**src/design/mmc_cmd_pkg.sv**
```systemverilog
// Command frame definitions

`default_nettype none

package mmc_cmd_pkg;

   //////////////////////////////////////////////////
   // 48-bit command frame

   typedef union packed {
      logic [47:0] raw;
      struct packed {
         logic [1:0]  start_bits;
         logic [5:0]  index;
         logic [31:0] arg;
         logic [6:0]  crc7;
         logic        end_bit;
      } fld;
   } cmd_frame_u;

   localparam logic [7:0] FRAME_BITS = 8'd48;
   localparam logic [1:0] START_BITS = 2'b01;
   localparam logic       END_BIT    = 1'b1;

   // x^7 + x^3 + 1
   localparam logic [6:0] CRC7_POLY = 7'h09;

   // Response polling
   localparam logic [3:0] RESP_POLL_MAX = 4'd8;
   localparam logic [7:0] IDLE_BYTE     = 8'hFF;

   //////////////////////////////////////////////////
   // Sequencer states

   localparam logic [1:0] SEQ_IDLE    = 2'd0;
   localparam logic [1:0] SEQ_WAIT_LO = 2'd1;
   localparam logic [1:0] SEQ_WAIT_HI = 2'd2;
   localparam logic [1:0] SEQ_FINISH  = 2'd3;

endpackage

`default_nettype wire

```
**src/design/mmc_link_pkg.sv**
```systemverilog
// SPI link timing definitions

`default_nettype none

package mmc_link_pkg;

   //////////////////////////////////////////////////
   // Clock rates

   localparam logic [31:0] CLK_FREQ = 32'd50_000_000;
   localparam logic [31:0] RATE_HI  = 32'd10_000_000;
   localparam logic [31:0] RATE_LO  = 32'd100_000;

   // System clocks per card bit
   localparam logic [15:0] BIT_HI    = 16'(CLK_FREQ / RATE_HI);
   localparam logic [15:0] BIT_LO    = 16'(CLK_FREQ / RATE_LO);
   // Slow sclk is high between the quarter points
   localparam logic [15:0] BIT_LO_Q1 = BIT_LO / 16'd4;
   localparam logic [15:0] BIT_LO_Q3 = BIT_LO - BIT_LO_Q1;

   // Bit counts per sequence
   localparam logic [7:0] INIT_CLOCKS = 8'd80;
   localparam logic [7:0] INIT_BITS   = 8'd100;
   localparam logic [7:0] BYTE_BITS   = 8'd8;

   //////////////////////////////////////////////////
   // Engine states

   localparam logic [3:0] ENG_IDLE  = 4'd0;
   localparam logic [3:0] ENG_CMD0  = 4'd4;
   localparam logic [3:0] ENG_CMD1  = 4'd5;
   localparam logic [3:0] ENG_WR    = 4'd6;
   localparam logic [3:0] ENG_RD    = 4'd7;
   localparam logic [3:0] ENG_INIT0 = 4'd8;
   localparam logic [3:0] ENG_INIT1 = 4'd9;
   localparam logic [3:0] ENG_STP0  = 4'd10;
   localparam logic [3:0] ENG_STP1  = 4'd11;
   localparam logic [3:0] ENG_DONE0 = 4'd12;
   localparam logic [3:0] ENG_DONE1 = 4'd13;
   localparam logic [3:0] ENG_DONE2 = 4'd14;

endpackage

`default_nettype wire

```
**src/design/mmc_bit_engine.sv**
```systemverilog
// MMC SPI bit engine

`timescale 1ns/1ps
`default_nettype none

module mmc_bit_engine
   import mmc_link_pkg::*, mmc_cmd_pkg::*;
(
   input  logic       clk,
   input  logic       mmc_reset,
   input  logic       speed,
   input  logic       eng_init,
   input  logic       eng_send,
   input  cmd_frame_u eng_cmd,
   input  logic       eng_wr,
   input  logic [7:0] eng_wr_data,
   input  logic       eng_rd,
   input  logic       eng_stop,
   output logic       eng_done,
   output logic [7:0] eng_rd_data,
   output logic       mmc_cs,
   output logic       mmc_do,
   output logic       mmc_sclk,
   input  logic       mmc_di
);

   logic [3:0]  state;
   logic [3:0]  state_nxt;
   logic        speed_q;
   logic [15:0] bit_time;
   logic [15:0] bit_w;
   logic [15:0] mid_cnt;
   logic [15:0] end_cnt;
   logic        bit_mid;
   logic        bit_end;
   logic        q_win;
   logic        hi_win;
   logic [7:0]  bitcount;
   logic [7:0]  bit_limit;
   logic        bit_run;
   logic        sclk_run;
   logic        op_last;
   logic [47:0] shreg;
   logic [7:0]  byte_src;

   //////////////////////////////////////////////////
   // Bit timing

   always_ff @(posedge clk) begin
      if (mmc_reset) begin
         speed_q <= 1'b0;
      end else begin
         speed_q <= speed;
      end
   end

   assign bit_w   = speed_q ? BIT_HI : BIT_LO;
   assign mid_cnt = bit_w >> 1;
   assign end_cnt = bit_w - 16'd1;

   always_ff @(posedge clk) begin
      if (mmc_reset) begin
         bit_time <= '0;
      end else if (!bit_run || bit_end) begin
         bit_time <= '0;
      end else begin
         bit_time <= bit_time + 16'd1;
      end
   end

   // Strobes within a card bit
   assign bit_mid = (bit_time == mid_cnt);
   assign bit_end = (bit_time >= end_cnt);
   assign q_win   = (bit_time >= BIT_LO_Q1) && (bit_time < BIT_LO_Q3);
   assign hi_win  = (bit_time >= mid_cnt - 16'd1) && (bit_time < end_cnt);

   // States that time bits, and the subset that also clocks sclk
   assign bit_run  = (state == ENG_CMD1) || (state == ENG_WR) || (state == ENG_RD) ||
                     (state == ENG_INIT0) || (state == ENG_INIT1) || (state == ENG_STP1);
   assign sclk_run = bit_run && (state != ENG_INIT1);

   always_ff @(posedge clk) begin
      if (mmc_reset) begin
         bitcount <= '0;
      end else if (!bit_run) begin
         bitcount <= '0;
      end else if (bit_end) begin
         bitcount <= bitcount + 8'd1;
      end
   end

   always_comb begin
      case (state)
         ENG_CMD1:                    bit_limit = FRAME_BITS;
         ENG_WR, ENG_RD, ENG_STP1:    bit_limit = BYTE_BITS;
         ENG_INIT0:                   bit_limit = INIT_CLOCKS;
         ENG_INIT1:                   bit_limit = INIT_BITS;
         default:                     bit_limit = 8'd0;
      endcase
   end

   assign op_last = bit_end && (bitcount == bit_limit - 8'd1);

   //////////////////////////////////////////////////
   // State machine

   always_comb begin
      state_nxt = state;
      case (state)
         ENG_IDLE: begin
            if (eng_init) begin
               state_nxt = ENG_INIT0;
            end else if (eng_send) begin
               state_nxt = ENG_CMD0;
            end else if (eng_wr) begin
               state_nxt = ENG_WR;
            end else if (eng_rd) begin
               state_nxt = ENG_RD;
            end else if (eng_stop) begin
               state_nxt = ENG_STP0;
            end
         end
         ENG_CMD0:  state_nxt = ENG_CMD1;
         ENG_CMD1, ENG_WR, ENG_RD, ENG_STP1, ENG_INIT1: begin
            if (op_last) begin
               state_nxt = ENG_DONE0;
            end
         end
         ENG_INIT0: begin
            if (op_last) begin
               state_nxt = ENG_INIT1;
            end
         end
         ENG_STP0:  state_nxt = ENG_STP1;
         ENG_DONE0: state_nxt = ENG_DONE1;
         ENG_DONE1: state_nxt = ENG_DONE2;
         default:   state_nxt = ENG_IDLE;
      endcase
   end

   always_ff @(posedge clk) begin
      if (mmc_reset) begin
         state <= ENG_IDLE;
      end else begin
         state <= state_nxt;
      end
   end

   assign eng_done = (state == ENG_IDLE);

   //////////////////////////////////////////////////
   // Card pins

   // One sclk pulse per bit, falling again at the end of the bit
   always_ff @(posedge clk) begin
      if (mmc_reset) begin
         mmc_sclk <= 1'b0;
      end else begin
         mmc_sclk <= sclk_run && (speed_q ? hi_win : q_win);
      end
   end

   always_ff @(posedge clk) begin
      if (mmc_reset) begin
         mmc_cs <= 1'b0;
         mmc_do <= 1'b0;
      end else begin
         case (state)
            ENG_CMD0: begin
               mmc_cs <= 1'b0;
               mmc_do <= shreg[47];
            end
            ENG_CMD1, ENG_WR, ENG_RD: mmc_do <= shreg[47];
            ENG_INIT0, ENG_STP0: begin
               mmc_cs <= 1'b1;
               mmc_do <= 1'b1;
            end
            ENG_INIT1, ENG_DONE0: mmc_do <= 1'b1;
            default: ;
         endcase
      end
   end

   // Reads clock out all ones
   assign byte_src = eng_wr ? eng_wr_data : IDLE_BYTE;

   // MSB first out, fill with ones behind
   always_ff @(posedge clk) begin
      if (state == ENG_IDLE) begin
         if (eng_send) begin
            shreg <= eng_cmd.raw;
         end else begin
            shreg <= {byte_src, {40{1'b1}}};
         end
      end else if (bit_end && ((state == ENG_CMD1) || (state == ENG_WR))) begin
         shreg <= {shreg[46:0], 1'b1};
      end
   end

   // Sample di at mid-bit while sclk is high
   always_ff @(posedge clk) begin
      if ((state == ENG_RD) && bit_mid) begin
         eng_rd_data <= {eng_rd_data[6:0], mmc_di};
      end
   end

endmodule

`default_nettype wire

```
**src/design/mmc_cmd_sequencer.sv**
```systemverilog
// MMC command sequencer

`timescale 1ns/1ps
`default_nettype none

module mmc_cmd_sequencer
   import mmc_cmd_pkg::*;
(
   input  logic        clk,
   input  logic        mmc_reset,
   input  logic        init_req,
   input  logic        cmd_req,
   input  logic [5:0]  cmd_index,
   input  logic [31:0] cmd_arg,
   input  logic        wr_req,
   input  logic [7:0]  wr_data,
   input  logic        rd_req,
   input  logic        stop_req,
   input  logic        eng_done,
   input  logic [7:0]  eng_rd_data,
   output logic        busy,
   output logic [7:0]  resp,
   output logic        resp_valid,
   output logic        resp_timeout,
   output logic [7:0]  rd_data,
   output logic        rd_valid,
   output logic        eng_init,
   output logic        eng_send,
   output cmd_frame_u  eng_cmd,
   output logic        eng_wr,
   output logic [7:0]  eng_wr_data,
   output logic        eng_rd,
   output logic        eng_stop
);

   logic [1:0] seq_state;
   logic       req_ok;
   logic       op_cmd;
   logic       op_rd;
   logic       polling;
   logic [3:0] poll_cnt;
   logic [6:0] frame_crc;

   // CRC7 over start bits, index and argument, MSB first
   function automatic logic [6:0] crc7_calc(input logic [39:0] data);
      logic [6:0] crc;
      logic       fb;
      crc = '0;
      for (int i = 39; i >= 0; i--) begin
         fb  = data[i] ^ crc[6];
         crc = {crc[5:0], 1'b0};
         if (fb) begin
            crc = crc ^ CRC7_POLY;
         end
      end
      return crc;
   endfunction

   assign req_ok    = !busy && (init_req || cmd_req || wr_req || rd_req || stop_req);
   assign frame_crc = crc7_calc({START_BITS, cmd_index, cmd_arg});

   //////////////////////////////////////////////////
   // Request payloads and results

   always_ff @(posedge clk) begin
      if (!busy && cmd_req) begin
         eng_cmd.fld.start_bits <= START_BITS;
         eng_cmd.fld.index      <= cmd_index;
         eng_cmd.fld.arg        <= cmd_arg;
         eng_cmd.fld.crc7       <= frame_crc;
         eng_cmd.fld.end_bit    <= END_BIT;
      end
      if (!busy && wr_req) begin
         eng_wr_data <= wr_data;
      end
      if ((seq_state == SEQ_WAIT_HI) && eng_done) begin
         if (polling) begin
            resp <= eng_rd_data;
         end
         if (op_rd) begin
            rd_data <= eng_rd_data;
         end
      end
   end

   //////////////////////////////////////////////////
   // Control FSM

   always_ff @(posedge clk) begin
      if (mmc_reset) begin
         seq_state    <= SEQ_IDLE;
         busy         <= 1'b0;
         resp_valid   <= 1'b0;
         resp_timeout <= 1'b0;
         rd_valid     <= 1'b0;
         eng_init     <= 1'b0;
         eng_send     <= 1'b0;
         eng_wr       <= 1'b0;
         eng_rd       <= 1'b0;
         eng_stop     <= 1'b0;
         op_cmd       <= 1'b0;
         op_rd        <= 1'b0;
         polling      <= 1'b0;
         poll_cnt     <= '0;
      end else begin
         // Pulses last one clock
         resp_valid   <= 1'b0;
         resp_timeout <= 1'b0;
         rd_valid     <= 1'b0;
         eng_init     <= 1'b0;
         eng_send     <= 1'b0;
         eng_wr       <= 1'b0;
         eng_rd       <= 1'b0;
         eng_stop     <= 1'b0;
         case (seq_state)
            SEQ_IDLE: begin
               if (req_ok) begin
                  busy      <= 1'b1;
                  seq_state <= SEQ_WAIT_LO;
                  polling   <= 1'b0;
                  op_cmd    <= !init_req && cmd_req;
                  op_rd     <= !init_req && !cmd_req && !wr_req && rd_req;
                  if (init_req) begin
                     eng_init <= 1'b1;
                  end else if (cmd_req) begin
                     eng_send <= 1'b1;
                  end else if (wr_req) begin
                     eng_wr <= 1'b1;
                  end else if (rd_req) begin
                     eng_rd <= 1'b1;
                  end else begin
                     eng_stop <= 1'b1;
                  end
               end
            end
            // Engine has taken the request once done drops
            SEQ_WAIT_LO: begin
               if (!eng_done) begin
                  seq_state <= SEQ_WAIT_HI;
               end
            end
            SEQ_WAIT_HI: begin
               if (eng_done) begin
                  if (op_cmd && !polling) begin
                     polling   <= 1'b1;
                     poll_cnt  <= '0;
                     eng_rd    <= 1'b1;
                     seq_state <= SEQ_WAIT_LO;
                  end else if (polling) begin
                     if (!eng_rd_data[7] || (poll_cnt == RESP_POLL_MAX - 4'd1)) begin
                        resp_valid   <= 1'b1;
                        resp_timeout <= eng_rd_data[7];
                        seq_state    <= SEQ_FINISH;
                     end else begin
                        poll_cnt  <= poll_cnt + 4'd1;
                        eng_rd    <= 1'b1;
                        seq_state <= SEQ_WAIT_LO;
                     end
                  end else if (op_rd) begin
                     rd_valid  <= 1'b1;
                     seq_state <= SEQ_FINISH;
                  end else begin
                     // init, write and stop have no result
                     busy      <= 1'b0;
                     seq_state <= SEQ_IDLE;
                  end
               end
            end
            default: begin
               busy      <= 1'b0;
               seq_state <= SEQ_IDLE;
            end
         endcase
      end
   end

endmodule

`default_nettype wire

```
**src/design/mmc_host_top.sv**
```systemverilog
// MMC SPI host controller top

`timescale 1ns/1ps
`default_nettype none

module mmc_host_top
   import mmc_cmd_pkg::*;
(
   input  logic        clk,
   input  logic        mmc_reset,
   input  logic        speed,
   input  logic        init_req,
   input  logic        cmd_req,
   input  logic [5:0]  cmd_index,
   input  logic [31:0] cmd_arg,
   input  logic        wr_req,
   input  logic [7:0]  wr_data,
   input  logic        rd_req,
   input  logic        stop_req,
   output logic        busy,
   output logic [7:0]  resp,
   output logic        resp_valid,
   output logic        resp_timeout,
   output logic [7:0]  rd_data,
   output logic        rd_valid,
   output logic        mmc_cs,
   output logic        mmc_do,
   output logic        mmc_sclk,
   input  logic        mmc_di
);

   //////////////////////////////////////////////////
   // Sequencer to engine

   logic       eng_init;
   logic       eng_send;
   cmd_frame_u eng_cmd;
   logic       eng_wr;
   logic [7:0] eng_wr_data;
   logic       eng_rd;
   logic       eng_stop;
   logic       eng_done;
   logic [7:0] eng_rd_data;

   mmc_cmd_sequencer mmc_cmd_sequencer_inst (
      .clk          (clk),
      .mmc_reset    (mmc_reset),
      .init_req     (init_req),
      .cmd_req      (cmd_req),
      .cmd_index    (cmd_index),
      .cmd_arg      (cmd_arg),
      .wr_req       (wr_req),
      .wr_data      (wr_data),
      .rd_req       (rd_req),
      .stop_req     (stop_req),
      .eng_done     (eng_done),
      .eng_rd_data  (eng_rd_data),
      .busy         (busy),
      .resp         (resp),
      .resp_valid   (resp_valid),
      .resp_timeout (resp_timeout),
      .rd_data      (rd_data),
      .rd_valid     (rd_valid),
      .eng_init     (eng_init),
      .eng_send     (eng_send),
      .eng_cmd      (eng_cmd),
      .eng_wr       (eng_wr),
      .eng_wr_data  (eng_wr_data),
      .eng_rd       (eng_rd),
      .eng_stop     (eng_stop)
   );

   mmc_bit_engine mmc_bit_engine_inst (
      .clk         (clk),
      .mmc_reset   (mmc_reset),
      .speed       (speed),
      .eng_init    (eng_init),
      .eng_send    (eng_send),
      .eng_cmd     (eng_cmd),
      .eng_wr      (eng_wr),
      .eng_wr_data (eng_wr_data),
      .eng_rd      (eng_rd),
      .eng_stop    (eng_stop),
      .eng_done    (eng_done),
      .eng_rd_data (eng_rd_data),
      .mmc_cs      (mmc_cs),
      .mmc_do      (mmc_do),
      .mmc_sclk    (mmc_sclk),
      .mmc_di      (mmc_di)
   );

endmodule

`default_nettype wire

```
**config.mk**
```make
export PLATFORM = sky130hd
export DESIGN_NAME = mmc_host_top
export DESIGN_NICKNAME = d
export VERILOG_FILES = /design/src/design/mmc_cmd_pkg.sv /design/src/design/mmc_link_pkg.sv /design/src/design/mmc_bit_engine.sv /design/src/design/mmc_cmd_sequencer.sv /design/src/design/mmc_host_top.sv
export SDC_FILE = /design/constraint.sdc
export NUM_CORES = 1
export LEC_CHECK = 0
export BUFFER_PORTS_ARGS = -buffer_cell sky130_fd_sc_hd__buf_4
export CAP_MARGIN = 40
export CORE_ASPECT_RATIO = 1.5
export CORE_MARGIN = 5
export CORE_UTILIZATION = 35
export CTS_BUF_LIST = sky130_fd_sc_hd__clkbuf_8
export DETAILED_ROUTE_END_ITERATION = 10
export PLACE_DENSITY = 0.64
export SYNTH_ARGS = -nofsm -noshare
export SYNTH_HDL_FRONTEND = slang
export SYNTH_HIERARCHICAL = 1
export SYNTH_SLANG_ARGS = --single-unit
```
**constraint.sdc**
```tcl
create_clock -name clk -period 3.94 [get_ports clk]
set_input_delay 0.788 -clock clk [delete_from_list [all_inputs] [get_ports clk]]
set_output_delay 0.788 -clock clk [all_outputs]
set_load 0.02 [all_outputs]
```
======== Word level (Yosys, flattened, before mapping) ========
Cells that the tools add are included.
W data, S select, Z words.
cells by class
  reduce and logical (&&, ||, !) cells .... 63
  equal/unequal tests ..................... 27
  magnitude comparators ................... 5
  bitwise operators ....................... 82
  mux-type cells .......................... 92
  add/sub/neg operators ................... 6
operator list
  kind                     number
  $mux W4                  48
  $mux W48                 3
  $not A2 Y2               37
  $xor A1 B1 Y1            34
  $ge A16 B16 Y1           2
  $pmux W4 S7              1
  $pmux W7 S4              1
  $eq A4 B4 Y1 const B     6
  $mux W1                  24
  $eq A4 B3 Y1 const B     5
  $reduce_or A5 Y1         4
  $add A16 B1 Y16 const B  1
  $eq A16 B15 Y1           1
  $ge A16 B7 Y1 const B    1
  $logic_and A1 B1 Y1      16
  $lt A16 B16 Y1           1
  $lt A16 B9 Y1 const B    1
  $sub A15 B1 Y16 const B  1
  $sub A16 B1 Y16 const B  1
  $mux W2                  7
  $reduce_or A4 Y1         3
  $reduce_or A6 Y1         2
  $logic_or A1 B1 Y1       11
  $ne A2 B1 Y1 const B     5
  26 further kinds         59
word-level totals
  output and inout bits ................... 23
  word-level logic and storage cells ...... 303
  bits of input ports ..................... 55
  bits in registers ....................... 175

======== Longest topological paths before layout ========
  depth in word-level cells ............... 75
  gate-level depth with buffers ........... 11
  mapped depth without buffers ............ 10

======== By module ========
The synthesis kept the hierarchy.
modules (own cells, without submodules)
  module             area each (um^2)  sequential area each (um^2)  cells each  times used
  mmc_bit_engine     4,481.8           2,322.2                      455         1
  mmc_cmd_sequencer  3,637.2           2,432.3                      220         1

======== Least setup slack after synthesis ========
No wires, ideal clock.
  kind .................................... reg2reg
  start point ............................. register mmc_bit_engine_inst.speed_q
  end point ............................... register mmc_bit_engine_inst.shreg[0] (enable)
  library setup time ...................... 0.469 ns
  stages on the path, launching flop included .. 9
  arrival time ............................ 3.893 ns
  path buffers ............................ 0
  data required time ...................... 3.471 ns
  setup slack ............................. -0.422 ns
  clock period less this slack ............ 4.362 ns
  cell sequence ........................... dfxtp_1 -> inv_1 -> ha_1 -> a211oi_1 -> a21oi_1 -> o21ai_4 -> nand2_2 -> o211ai_1 -> a21oi_1
between the ends
  cells in the longest elaborated chain, start to end .. 5
ends and longest elaborated chain
  item                          RTL line               text
  start: declaration            mmc_bit_engine.sv:29   logic speed_q;
  start signal: assignment      mmc_bit_engine.sv:53   speed_q <= speed;
  $mux W9                       mmc_bit_engine.sv:57   assign bit_w = speed_q ? BIT_HI : BIT_LO;
  $sub A16 B1 Y16               mmc_bit_engine.sv:59   assign end_cnt = bit_w - 16'd1;
  $ge A16 B16 Y1                mmc_bit_engine.sv:73   assign bit_end = (bit_time >= end_cnt);
  $logic_and A1 B1 Y1           mmc_bit_engine.sv:195  end else if (bit_end && ((state == ENG_CMD1) || (state == ENG_WR))) begin
  $reduce_bool A2 Y1 (no line)  n/a
  end signal: assignment        mmc_bit_engine.sv:191  shreg <= eng_cmd.raw;
  end signal: assignment        mmc_bit_engine.sv:193  shreg <= {byte_src, {40{1'b1}}};
  end signal: assignment        mmc_bit_engine.sv:196  shreg <= {shreg[46:0], 1'b1};
  end: declaration              mmc_bit_engine.sv:43   logic [47:0] shreg;
Every way passes these cells.
A chain may end at the register's enable or synchronous reset.

======== Worst setup path after layout ========
  start point ............................. register mmc_bit_engine_inst.state[3]
  end point ............................... register mmc_bit_engine_inst.state[1]
between the ends
  cells in the longest elaborated chain, start to end .. 8
  elaborated cells between the ends (all ways) .. 22
  those cells by class .................... add/sub: 1; eq/ne: 14; mux: 2; reduce/logical: 5
ends and longest elaborated chain
  item                                          RTL line                                     text
  start: declaration                            mmc_bit_engine.sv:27                         logic [3:0] state;
  start signal: assignment                      mmc_bit_engine.sv:145                        state <= state_nxt;
  $eq A4 B4 Y1 or $eq A4 B3 Y1 (tied branches)  mmc_bit_engine.sv:93, mmc_bit_engine.sv:109
  $reduce_or A3 Y1                              mmc_bit_engine.sv:93                         case (state)
  $pmux W7 S4                                   mmc_bit_engine.sv:93
  $sub A7 B1 Y8                                 mmc_bit_engine.sv:102                        assign op_last = bit_end && (bitcount == bit_limit - 8'd1);
  $eq A8 B8 Y1                                  mmc_bit_engine.sv:102
  $logic_and A1 B1 Y1                           mmc_bit_engine.sv:102
  $ne A2 B1 Y1 (no line)                        n/a
  $reduce_and A3 Y1 (no line)                   n/a
Parallel ways exist; a longest one is shown, timed or not.

==> reports/metrics.csv <==
metric;value;unit
drv_cap;0;
rr_worst_depth;10;
cp.required;4280;ps
clock-sinks;175;
drcViolationCount;0;
ys_seq_area_share;58.6;%
p_leak;3.52;nW
tns;0;ps
hold_depth;2;
num_vias;5083;
crit_arrival;3350;ps
routed_wl;16.1;mm
core;23000;um2
grt_pass1_vias;5047;
ctsLongestPathBuffers;2;
pin_count;78;
worstHoldPathType;reg2reg;
synth-seq-cells;175;
syn2layout_area_growth;15.5;%
antenna_found_initial;0;
rows;68;
first_pass_iters;4;
synth_area;8120;um2
critPathLaunch;mmc_bit_engine_inst/state[3];
syn_inst;675;
yosys.area.top_type;edfxtp_1;
pwr_density_cell;696;nW/um2
grt.total_usage;12.6;%
totalPowerFinal;6.53;mW
overflow;0;
postSynth.asyncResetShare;0;%
dieHeight;197;um
wire_per_inst;15.4;um
worst_pin_slew;847;ps
rsz0062_at_grt;false;
path_clk_slew;100;ps
startpoint_type;flip-flop;
gp_congestion;0.831;
hold_buffers;0;
synth-edff-count;125;
cts_resized;0;
synth_top_area_share;46.2;%
synth_fa_ha_area_share;2.47;%
post_cts_buffers;0;
hold_violations;0;
cts.htree.levels;4;
layout.nets;822;
crit_fanout;19;
initial_core_util;35.3;%
clock_tree.root_cell;clkbuf_8;
antennaDiodeCount;0;
fin_skew;15.4;ps
hpwl;11.6;mm
path_class;reg2reg;
dr.first_iter.drc_count;372;
portBuffers;77;
yosys.area_share.simple;13.4;%
avgSynthCellArea;12.0;um2
rrSetupSlack;930;ps
layout-drive-gt1-share;20.7;%
numCtsBuffers;17;
relSlewSlack;43.4;%
status;completed;
synth_most_common_cell;edfxtp_1;
maxSlewViolCount;0;
final-setup-viol-count;0;
end_kind;flip-flop;
grt_pass1_wl;26.2;mm
synthTopCellsByArea;edfxtp_1 46%, dfxtp_1 12%, xnor2_1 4.6%;
viasPerCell;4.87;
die_w;134;um
synth_top_family_by_area;simple AND/OR/NAND/NOR gates;
muxShareOfSynthArea;0.570;%
synth_xor_area_share;11.9;%
synth_top_flop_cell;edfxtp_1;
cts_tree;done;
holdWs;479;ps
final-seq-area;4750;um2
whs_endpoint;mmc_cmd_sequencer_inst/poll_cnt[1];
dieArea;26400;um2
clock_latency;450;ps
grt_max_degree;57;
max_freq;332;MHz
synth_compound_area_share;9.88;%
ys_warn_count;6;
ant_nets;0;
multi_input_comb_area;3170;um2
synth_cell_types;74;
max-vdd-ir-drop;0.454;mV
hold_start;mmc_cmd_sequencer_inst/poll_cnt[1];
period_share;76.5;%
worstReg2RegStart;mmc_bit_engine_inst/state[3];
layout_min_cycle_time;3010;ps
nFillCells;2238;
r2r_end;mmc_bit_engine_inst/state[1];
synth_commonest_cells;125 x edfxtp_1, 99 x nand2_1, 59 x o21ai_0, 50 x dfxtp_1, 43 x xnor2_1;
-- flip-flops by register name, indices dropped and copies added, names as in the netlist, 2 cells and up --
signal and flops:
mmc_bit_engine_inst/shreg 48, mmc_cmd_sequencer_inst/eng_cmd 45, mmc_bit_engine_inst/bit_time 16, mmc_bit_engine_inst/bitcount 8, mmc_bit_engine_inst/eng_rd_data 8, mmc_cmd_sequencer_inst/eng_wr_data 8
mmc_cmd_sequencer_inst/rd_data 8, mmc_cmd_sequencer_inst/resp 8, mmc_bit_engine_inst/state 4, mmc_cmd_sequencer_inst/poll_cnt 4, mmc_cmd_sequencer_inst/seq_state 2
-- worst max-delay path by stage --
stage,end,slack (ps),cells past startpoint
after detailed placement,mmc_cmd_sequencer_inst/eng_cmd[5],630,7
after CTS,mmc_bit_engine_inst/state[1],930,10
after global routing,mmc_bit_engine_inst/state[2],690,10
after floorplan,mmc_bit_engine_inst/shreg[0],640,8
after global placement,mmc_cmd_sequencer_inst/eng_cmd[5],650,7
final,mmc_bit_engine_inst/state[1],930,10
-- critical path, cell delays in order (launching register included) --
cell and delay (ps):
dfxtp_1 760, inv_1 250, nor3_2 310, inv_1 70, ha_1 240, inv_1 100, a21oi_1 50, o32ai_1 480
nor4_4 130, a31oi_4 200, mux2_4 310
-- layout make-up --
type	instances	share of cell area, %
multi-input cells	452	33.8
repair buffers	85	6.78
inverters	20	0.800
flip-flops and latches	175	50.7
clock buffers	17	2.49
clock inverters	15	1.75
well taps	280	3.74
-- metrics by stage --
stage | cell area, um2 | setup WS [ps] | utilization, % | instances
floorplan | 8150 | 637 | - | 681
global placement | 8970 | 652 | 39.0 | 1010
detailed placement | 8980 | 632 | 39.1 | 1012
CTS | 9380 | 930 | 40.8 | 1044
global route | 9380 | 695 | 40.8 | 1044
finish | 9380 | 927 | 40.8 | 1044
-- per-layer routing --
metal | global-route usage [%] | up-vias | wire length [um]
li1 | - | 2541 | -
met1 | 14.7 | 2436 | 6820
met2 | 22.8 | 92 | 8500
met3 | 2.71 | 14 | 556
met4 | 3.96 | 0 | 216
met5 | 0 | - | 0
-- power breakdown --
group	leakage, nW	switching, mW	internal (mW)	total [mW]
clock	0.200	0.718	0.534	1.25
combinational	1.75	1.36	0.975	2.33
sequential	1.58	0.207	2.74	2.94
total	3.52	2.28	4.24	6.53
-- cells by family (layout without fill, tap and decap cells) --
group	Yosys count	count (layout)
and+or+nand+nor	214	214
DFF	175	175
AOI/OAI and AO/OA	129	129
xor gates and xnor gates	80	80
buffers and inverters	54	137
adders and majority gates	16	16
muxes	4	4
other	3	9
-- placed cells by master (no fill, tap or decap), types with 3 or more instances in the layout --
cell | Yosys | layout
nand3_1 | 11 | 11
inv_6 | 0 | 6
nor2b_1 | 7 | 6
xor2_1 | 17 | 17
and2_1 | 5 | 5
inv_8 | 0 | 4
o22ai_1 | 10 | 10
a21oi_1 | 28 | 27
nor3_1 | 13 | 13
xnor2_1 | 43 | 43
and3_1 | 7 | 7
clkbuf_8 | 0 | 17
conb_1 | 3 | 9
nor2_2 | 9 | 9
nor4b_1 | 4 | 4
o21ai_0 | 59 | 59
ha_1 | 16 | 16
xnor2_2 | 3 | 3
xnor3_1 | 7 | 7
dfxtp_1 | 50 | 50
nand2b_1 | 5 | 5
nand2_1 | 99 | 99
nand3b_1 | 4 | 4
nor2_1 | 24 | 24
buf_4 | 5 | 84
edfxtp_1 | 125 | 125
a211oi_1 | 6 | 6
inv_1 | 20 | 20
a31oi_1 | 4 | 4
a21o_1 | 4 | 4
nand4_1 | 4 | 4
No activity file was read; power rests on OpenSTA's default activity.
